**src/hw/cpu_pkg.sv**
```systemverilog
package cpu_pkg;

    localparam int XLEN       = 32;
    localparam int REG_ADDR_W = 5;

    typedef enum logic [6:0] {
        OP     = 7'b0110011,
        OP_IMM = 7'b0010011,
        LOAD   = 7'b0000011,
        STORE  = 7'b0100011,
        BRANCH = 7'b1100011,
        JAL    = 7'b1101111
    } opcode_e;

    typedef enum logic [2:0] {
        ADD,
        SUB,
        AND,
        OR,
        XOR
    } alu_op_e;

    typedef struct packed {
        logic            valid;
        logic [XLEN-1:0] addr; // word address
        logic [XLEN-1:0] data;
    } imem_load_t;

    typedef struct packed {
        logic            valid;
        logic [XLEN-1:0] pc;
    } fetch_out_t;

    typedef struct packed {
        logic                  valid;
        logic [XLEN-1:0]       pc;
        logic                  arith;
        logic                  use_imm; // second operand is the immediate
        logic                  load;
        logic                  store;
        logic                  branch;
        logic                  jal;
        logic                  illegal;
        alu_op_e               alu_op;
        logic                  branch_ne;
        logic [XLEN-1:0]       rs1_val;
        logic [XLEN-1:0]       rs2_val;
        logic [XLEN-1:0]       imm;
        logic [REG_ADDR_W-1:0] rd;
        logic                  we;
    } decode_out_t;

    typedef struct packed {
        logic                  valid;
        logic [XLEN-1:0]       pc;
        logic                  load;
        logic                  store;
        logic                  illegal;
        logic [XLEN-1:0]       result; // alu value, memory address or link value
        logic [XLEN-1:0]       store_data;
        logic [REG_ADDR_W-1:0] rd;
        logic                  we;
        logic                  redirect;
        logic [XLEN-1:0]       target;
    } execute_out_t;

    typedef struct packed {
        logic                  valid;
        logic [XLEN-1:0]       pc;
        logic                  illegal;
        logic [REG_ADDR_W-1:0] rd;
        logic                  we;
        logic                  redirect;
        logic [XLEN-1:0]       target;
        logic [XLEN-1:0]       value;
    } mem_out_t;

    typedef struct packed {
        logic [XLEN-1:0]       pc;
        logic [REG_ADDR_W-1:0] rd;
        logic [XLEN-1:0]       value;
        logic                  we;
        logic                  illegal;
    } retire_t;

endpackage

```
**src/hw/decode_stage.sv**
```systemverilog
`timescale 1ns/1ps

module decode_stage (
    input  logic                           clk,
    input  logic                           rst,
    input  cpu_pkg::fetch_out_t            fetch_out,
    input  logic [cpu_pkg::XLEN-1:0]       instr_data,
    output logic [cpu_pkg::REG_ADDR_W-1:0] rs1_addr,
    output logic [cpu_pkg::REG_ADDR_W-1:0] rs2_addr,
    input  logic [cpu_pkg::XLEN-1:0]       rs1_data,
    input  logic [cpu_pkg::XLEN-1:0]       rs2_data,
    output cpu_pkg::decode_out_t           decode_out
);
    import cpu_pkg::*;

    opcode_e     opcode;
    logic [2:0]  funct3;
    logic [6:0]  funct7;
    decode_out_t nxt;

    assign opcode   = opcode_e'(instr_data[6:0]);
    assign funct3   = instr_data[14:12];
    assign funct7   = instr_data[31:25];
    assign rs1_addr = instr_data[19:15];
    assign rs2_addr = instr_data[24:20];

    always_comb begin
        nxt         = '0;
        nxt.valid   = fetch_out.valid;
        nxt.pc      = fetch_out.pc;
        nxt.alu_op  = ADD;
        nxt.rs1_val = rs1_data;
        nxt.rs2_val = rs2_data;
        nxt.rd      = instr_data[11:7];
        case (opcode)
            OP: begin
                nxt.arith = 1'b1;
                nxt.we    = 1'b1;
                case ({funct7, funct3})
                    {7'b0000000, 3'b000}: nxt.alu_op = ADD;
                    {7'b0100000, 3'b000}: nxt.alu_op = SUB;
                    {7'b0000000, 3'b100}: nxt.alu_op = XOR;
                    {7'b0000000, 3'b110}: nxt.alu_op = OR;
                    {7'b0000000, 3'b111}: nxt.alu_op = AND;
                    default:              nxt.illegal = 1'b1;
                endcase
            end
            OP_IMM: begin
                nxt.arith   = 1'b1;
                nxt.use_imm = 1'b1;
                nxt.we      = 1'b1;
                nxt.imm     = {{20{instr_data[31]}}, instr_data[31:20]};
                nxt.illegal = (funct3 != 3'b000); // addi only
            end
            LOAD: begin
                nxt.load    = 1'b1;
                nxt.use_imm = 1'b1;
                nxt.we      = 1'b1;
                nxt.imm     = {{20{instr_data[31]}}, instr_data[31:20]};
                nxt.illegal = (funct3 != 3'b010);
            end
            STORE: begin
                nxt.store   = 1'b1;
                nxt.use_imm = 1'b1;
                nxt.imm     = {{20{instr_data[31]}}, instr_data[31:25], instr_data[11:7]};
                nxt.illegal = (funct3 != 3'b010);
            end
            BRANCH: begin
                nxt.branch    = 1'b1;
                nxt.branch_ne = funct3[0];
                nxt.imm       = {{19{instr_data[31]}}, instr_data[31], instr_data[7],
                                 instr_data[30:25], instr_data[11:8], 1'b0};
                nxt.illegal   = (funct3[2:1] != 2'b00); // beq and bne only
            end
            JAL: begin
                nxt.jal = 1'b1;
                nxt.we  = 1'b1;
                nxt.imm = {{11{instr_data[31]}}, instr_data[31], instr_data[19:12],
                           instr_data[20], instr_data[30:21], 1'b0};
            end
            default: nxt.illegal = 1'b1;
        endcase
        if (nxt.illegal) begin
            nxt.arith  = 1'b0;
            nxt.load   = 1'b0;
            nxt.store  = 1'b0;
            nxt.branch = 1'b0;
            nxt.jal    = 1'b0;
            nxt.we     = 1'b0;
        end
    end

    always_ff @(posedge clk) begin
        if (!rst) begin
            decode_out.valid <= 1'b0;
        end else begin
            decode_out <= nxt;
        end
    end

endmodule

```
**config.mk**
```make
export PLATFORM = sky130hd
export DESIGN_NAME = decode_stage
export DESIGN_NICKNAME = d
export VERILOG_FILES = /design/src/hw/cpu_pkg.sv /design/src/hw/decode_stage.sv
export SDC_FILE = /design/constraint.sdc
export NUM_CORES = 1
export LEC_CHECK = 0
export BUFFER_PORTS_ARGS = -buffer_cell sky130_fd_sc_hd__clkbuf_2
export CORE_MARGIN = 3
export CORE_UTILIZATION = 43
export CTS_CLUSTER_SIZE = 8
export DETAILED_ROUTE_END_ITERATION = 7
export GPL_ROUTABILITY_DRIVEN = 0
export PLACE_DENSITY = 0.8
export SLEW_MARGIN = 15
export SYNTH_ARGS = -nofsm -noshare
export SYNTH_HDL_FRONTEND = slang
export SYNTH_SLANG_ARGS = --single-unit
```
**constraint.sdc**
```tcl
create_clock -name clk -period 1.6 [get_ports clk]
set_input_delay 0.16 -clock clk [delete_from_list [all_inputs] [get_ports clk]]
set_output_delay 0.16 -clock clk [all_outputs]
set_load 0.02 [all_outputs]
```
==> results of run 1 <==
==> Yosys cell counts, types with 4 or more instances <==
cell type / n / area [µm²]
a21o_1: 9 / 67.6
a21oi_1: 6 / 30.0
a22o_1: 6 / 52.6
and2_1: 9 / 56.3
buf_4: 21 / 158
edfxtp_1: 134 / 4020
nand2_1: 5 / 18.8
nand2b_1: 4 / 25.0
nor2_1: 4 / 15.0
nor3_1: 4 / 20.0
==> what timing repair did <==
action | 4_1_cts | 5_1_grt
setup endpoints to repair | 0 | 2
hold buffers | 119 | 0
resized for setup | 0 | 2
endpoints found under the hold margin | 119 | 0
==> layout by cell type, fill, tap and decap left out, drive strengths merged, types with 2 or more instances in the layout <==
master,instances
inv,7
a21o,9
nand2,6
and3,3
nand4,3
nor4,2
edfxtp,134
nand2b,4
dlygate4sd3,119
buf,7
clkbuf,301
nor2,5
nor2b,4
diode,2
and2,9
nor3,4
bufinv,4
o21ai,3
mux2i,2
a21oi,6
clkinvlp,2
clkinv,5
a22o,6
==> cell families (layout without fill, tap and decap cells) <==
group,count (synthesis),count (layout),share of synthesized area [%]
other,0,2,0
and+or+nand+nor,45,45,5.77
buffers and inverters,28,445,3.94
DFF,135,135,84.8
muxes,3,3,0.656
AOI/OAI and AO/OA,29,29,4.83
==> per-stage QoR <==
stage          hold WS (ns)  std cells  cell area, µm²  utilization, %  setup WS [ns]
6_report             0.0373        795            8090            76.6         0.0599
5_1_grt              0.0272        795            8090            76.6        0.00897
4_1_cts              0.0103        794            8070            76.5         0.0354
3_5_place_dp          0.339        643            6270            59.4         0.0729
3_3_place_gp          0.337        643            6270            59.4         0.0716
2_1_floorplan         0.259        240            4770               -          0.248
==> power by group <==
group	total [mW]	internal (mW)	switching, mW
clock	4.03	2.54	1.50
combinational	1.26	0.521	0.744
sequential	4.28	4.17	0.105
==> area by class of cell <==
type                    count  area (µm²)
repair buffers            410        2690
multi-input cells          77         551
inverters                   3        11.3
flip-flops and latches    135        4040
well taps                 136         170
diodes                      2        5.00
fillers                   623        2470
clock inverters            15         198
clock buffers              17         414
==> worst max-delay path: cells and delay by family <==
family	cells	cell delay [ns]
buffers and inverters	2	0.67
AOI/OAI and AO/OA	1	0.25
and+or+nand+nor	3	0.71
==> per-layer routing <==
layer	up-vias	global-route usage (%)	part of all wire [%]
li1	1731	-	-
met1	1892	29.4	35
met2	224	47.3	54
met3	33	9.44	7.6
met4	0	10.9	3.2
met5	-	0	0
==> worst min path at each step <==
stage / startpoint / endpoint / cells past startpoint
final: instr_data[14] / decode_out[20] / 2
after detailed placement: rs1_data[4] / decode_out[74] / 1
after global routing: instr_data[14] / decode_out[20] / 2
after CTS: instr_data[14] / decode_out[20] / 2
after global placement: rs1_data[0] / decode_out[70] / 1
after floorplan: rs1_data[30] / decode_out[100] / 0
==> results_dict.tcl, run 1 <==
set metrics [dict create \
    wl_per_cell_um 20.6 \
    totalWireLength_mm 16.4 \
    h-tree-depth 4 \
    cp-startpoint "instr_data[26]" \
    ys_types 35 \
    antenna_found_initial 2 \
    crit_path_end_kind "flip-flop" \
    clockRootBuffer "clkbuf_8" \
    start_kind "primary input" \
    synth_ff_type "edfxtp_1" \
    cp-endpoint "decode_out[106]" \
    regMostFlops "decode_out" \
    finalSetupViolCount 0 \
    ir_drop_v 0.000980 \
    port-buffer-count 286 \
    power_mw 9.58 \
    tns_ns 0 \
    synth_area_mm2 0.00477 \
    die_w_um 111 \
    start_util_pct 45.2 \
    max_stage_delay_ns 0.54 \
    mappedNetlistNets 371 \
    vias_per_cell 4.88 \
    cts_made_buffers 17 \
    die_height_um 111 \
    dieArea_mm2 0.0124 \
    required_ns 1.85 \
    max_slew.worst_pin.slew_ns 0.399 \
    yosys_register_bits 135 \
    rsz0062_at_grt "false" \
    final_net_count 775 \
    rows 37 \
    powerDensity_mw_per_mm2 1180 \
    cts.sinks 135 \
    dr.pass1.iters 4 \
    cts_tree "yes" \
    grt_pass1_wl_mm 24.4 \
    hold_viol_final 0 \
    cts_setup_buffers 0 \
    min_period_ns 1.54 \
    drtAntennaViolNets 0 \
    pin_count 287 \
    grt_pass1_vias 4198 \
    overflow 0 \
    finalMaxSlewViolations 0 \
    worst_slew_margin_rel_pct 73.4 \
    critPathKind "primary input to flip-flop" \
    yosysSeqAreaShare_pct 84.8 \
    drt-initial-drc-count 403 \
    path_clk_slew_ns 0.06 \
    drc 0 \
    syn_area_per_cell_um2 19.9 \
    cp_slowest_cell "dlygate4sd3_1" \
    grtUsageTotal_pct 26.8 \
    synth_edf_count 134 \
    async_flop_share_pct 0 \
    cts_max_path_buffers 2 \
    largestRegisters "decode_out: 135 flops" \
    outcome "finished clean" \
    grt_max_degree 50 \
    dp_hpwl_mm 10.0 \
    crit_arrival_ns 1.79 \
    yosysWarnings 0 \
    synth_cells 240 \
    leakagePower_nw 3.57 \
    vias 3880 \
    finalCritPeriodShare_pct 96.3 \
    timing.fmax_ghz 0.649 \
    coreArea_mm2 0.0106 \
    cap_violations 0 \
    cp_max_fo 4 \
    cp_cell_sequence "dlygate4sd3_1, clkbuf_2, nor4_4, nand4_1, or2_4, a22o_1" \
    largest_reg_flops 135 \
    area_delta_synth_final_pct 69.6 \
    drive_above_1_share_pct 50.5 \
    hold_class "primary input to flip-flop" \
]
(Power assumes the default switching activity.)
==> run 2, diff against run 1 <==
Settings changed: BUFFER_PORTS_ARGS -buffer_cell sky130_fd_sc_hd__clkbuf_2 to not set, CORE_AREA set to 3 3 111 113, CORE_MARGIN 3 to not set, CORE_UTILIZATION 43 to not set, DIE_AREA set to 0 0 114 116, DONT_BUFFER_PORTS set to 1, PLACE_DENSITY 0.8 to not set.
==> results_dict.tcl, run 2 <==
set metrics [dict create \
    outcome "stopped before the end" \
    stop_stage "clock tree synthesis" \
    firstError "[ERROR RSZ-0060] Max buffer count reached." \
    mappedNetlistNets 371 \
    synth_cells 240 \
    port-buffer-count 0 \
    post-place-ws_ns 0.173 \
    synth_edf_count 134 \
    yosys_register_bits 135 \
    cts_setup_buffers 0 \
    cts.sinks 135 \
    die_w_um 114 \
    post_cts_resized 0 \
    start_util_pct 41.8 \
    syn_area_per_cell_um2 19.9 \
    synth_top_cell_by_area "edfxtp_1" \
    synth_top_area_share_pct 84.4 \
    synth_ff_type "edfxtp_1" \
    pin_count 287 \
    synthMostInstantiatedCell "edfxtp_1" \
    die_height_um 116 \
    rows 39 \
    synth_commonest_cells "edfxtp_1, buf_4, a21o_1, and2_1" \
    yosysWarnings 0 \
    synth_area_leaders "edfxtp_1, buf_4, a21o_1" \
    yosysSeqAreaShare_pct 84.8 \
    synth_area_mm2 0.00477 \
    async_flop_share_pct 0 \
    cts_max_path_buffers 2 \
    h-tree-depth 4 \
    hold_buffers 101 \
    dp_hpwl_mm 7.89 \
    ys_types 35 \
    cts_made_buffers 17 \
    clockRootBuffer "clkbuf_16" \
]
run 2: cell families after synthesis:
logic type | share of synthesized area (%)
DFF | 84.8
and+or+nand+nor | 5.77
AOI/OAI and AO/OA | 4.83
buffers and inverters | 3.94
muxes | 0.656
run 2: metrics by stage:
step	cells	cell area (µm²)	hold slack [ns]
after floorplan	240	4770	0.259
after global placement	362	4810	0.259
after detailed placement	362	4810	0.259
==> run 3, diff against run 2 <==
Settings changed: CORE_AREA 3 3 111 113 to not set, CORE_MARGIN set to 3, CORE_UTILIZATION set to 38, CTS_CLUSTER_SIZE 8 to not set, DIE_AREA 0 0 114 116 to not set, PLACE_DENSITY_LB_ADDON set to 0.15.
==> results_dict.tcl, run 3 <==
set metrics [dict create \
    cts_max_path_buffers 2 \
    cts_made_buffers 17 \
    synth_cells 240 \
    yosysSeqAreaShare_pct 84.8 \
    h-tree-depth 4 \
    post_cts_resized 0 \
    yosysWarnings 0 \
    synth_top_area_share_pct 84.4 \
    yosys_register_bits 135 \
    port-buffer-count 0 \
    synth_top_cell_by_area "edfxtp_1" \
    synth_area_leaders "edfxtp_1, buf_4, a21o_1" \
    post-place-ws_ns 0.116 \
    synthMostInstantiatedCell "edfxtp_1" \
    async_flop_share_pct 0 \
    die_w_um 118 \
    dp_hpwl_mm 7.16 \
    syn_area_per_cell_um2 19.9 \
    hold_buffers 101 \
    cts_setup_buffers 0 \
    synth_edf_count 134 \
    synth_commonest_cells "edfxtp_1, buf_4, a21o_1, and2_1" \
    start_util_pct 39.2 \
    cts.sinks 135 \
    stop_stage "clock tree synthesis" \
    pin_count 287 \
    ys_types 35 \
    synth_ff_type "edfxtp_1" \
    rows 40 \
    die_height_um 118 \
    mappedNetlistNets 371 \
    firstError "[ERROR RSZ-0060] Max buffer count reached." \
    clockRootBuffer "clkbuf_16" \
    synth_area_mm2 0.00477 \
    outcome "stopped before the end" \
]
-- run 3: cells by family after synthesis --
group | share of synthesized area, %
and+or+nand+nor | 5.77
DFF | 84.8
muxes | 0.656
AOI/OAI and AO/OA | 4.83
buffers and inverters | 3.94
-- run 3: through the flow --
| stage | cells | hold WS (ns) | area (µm²) | util (%) |
|---|---|---|---|---|
| detailed placement | 388 | 0.259 | 4850 | 39.9 |
| global placement | 388 | 0.259 | 4850 | 39.9 |
| floorplan | 240 | 0.259 | 4770 | - |
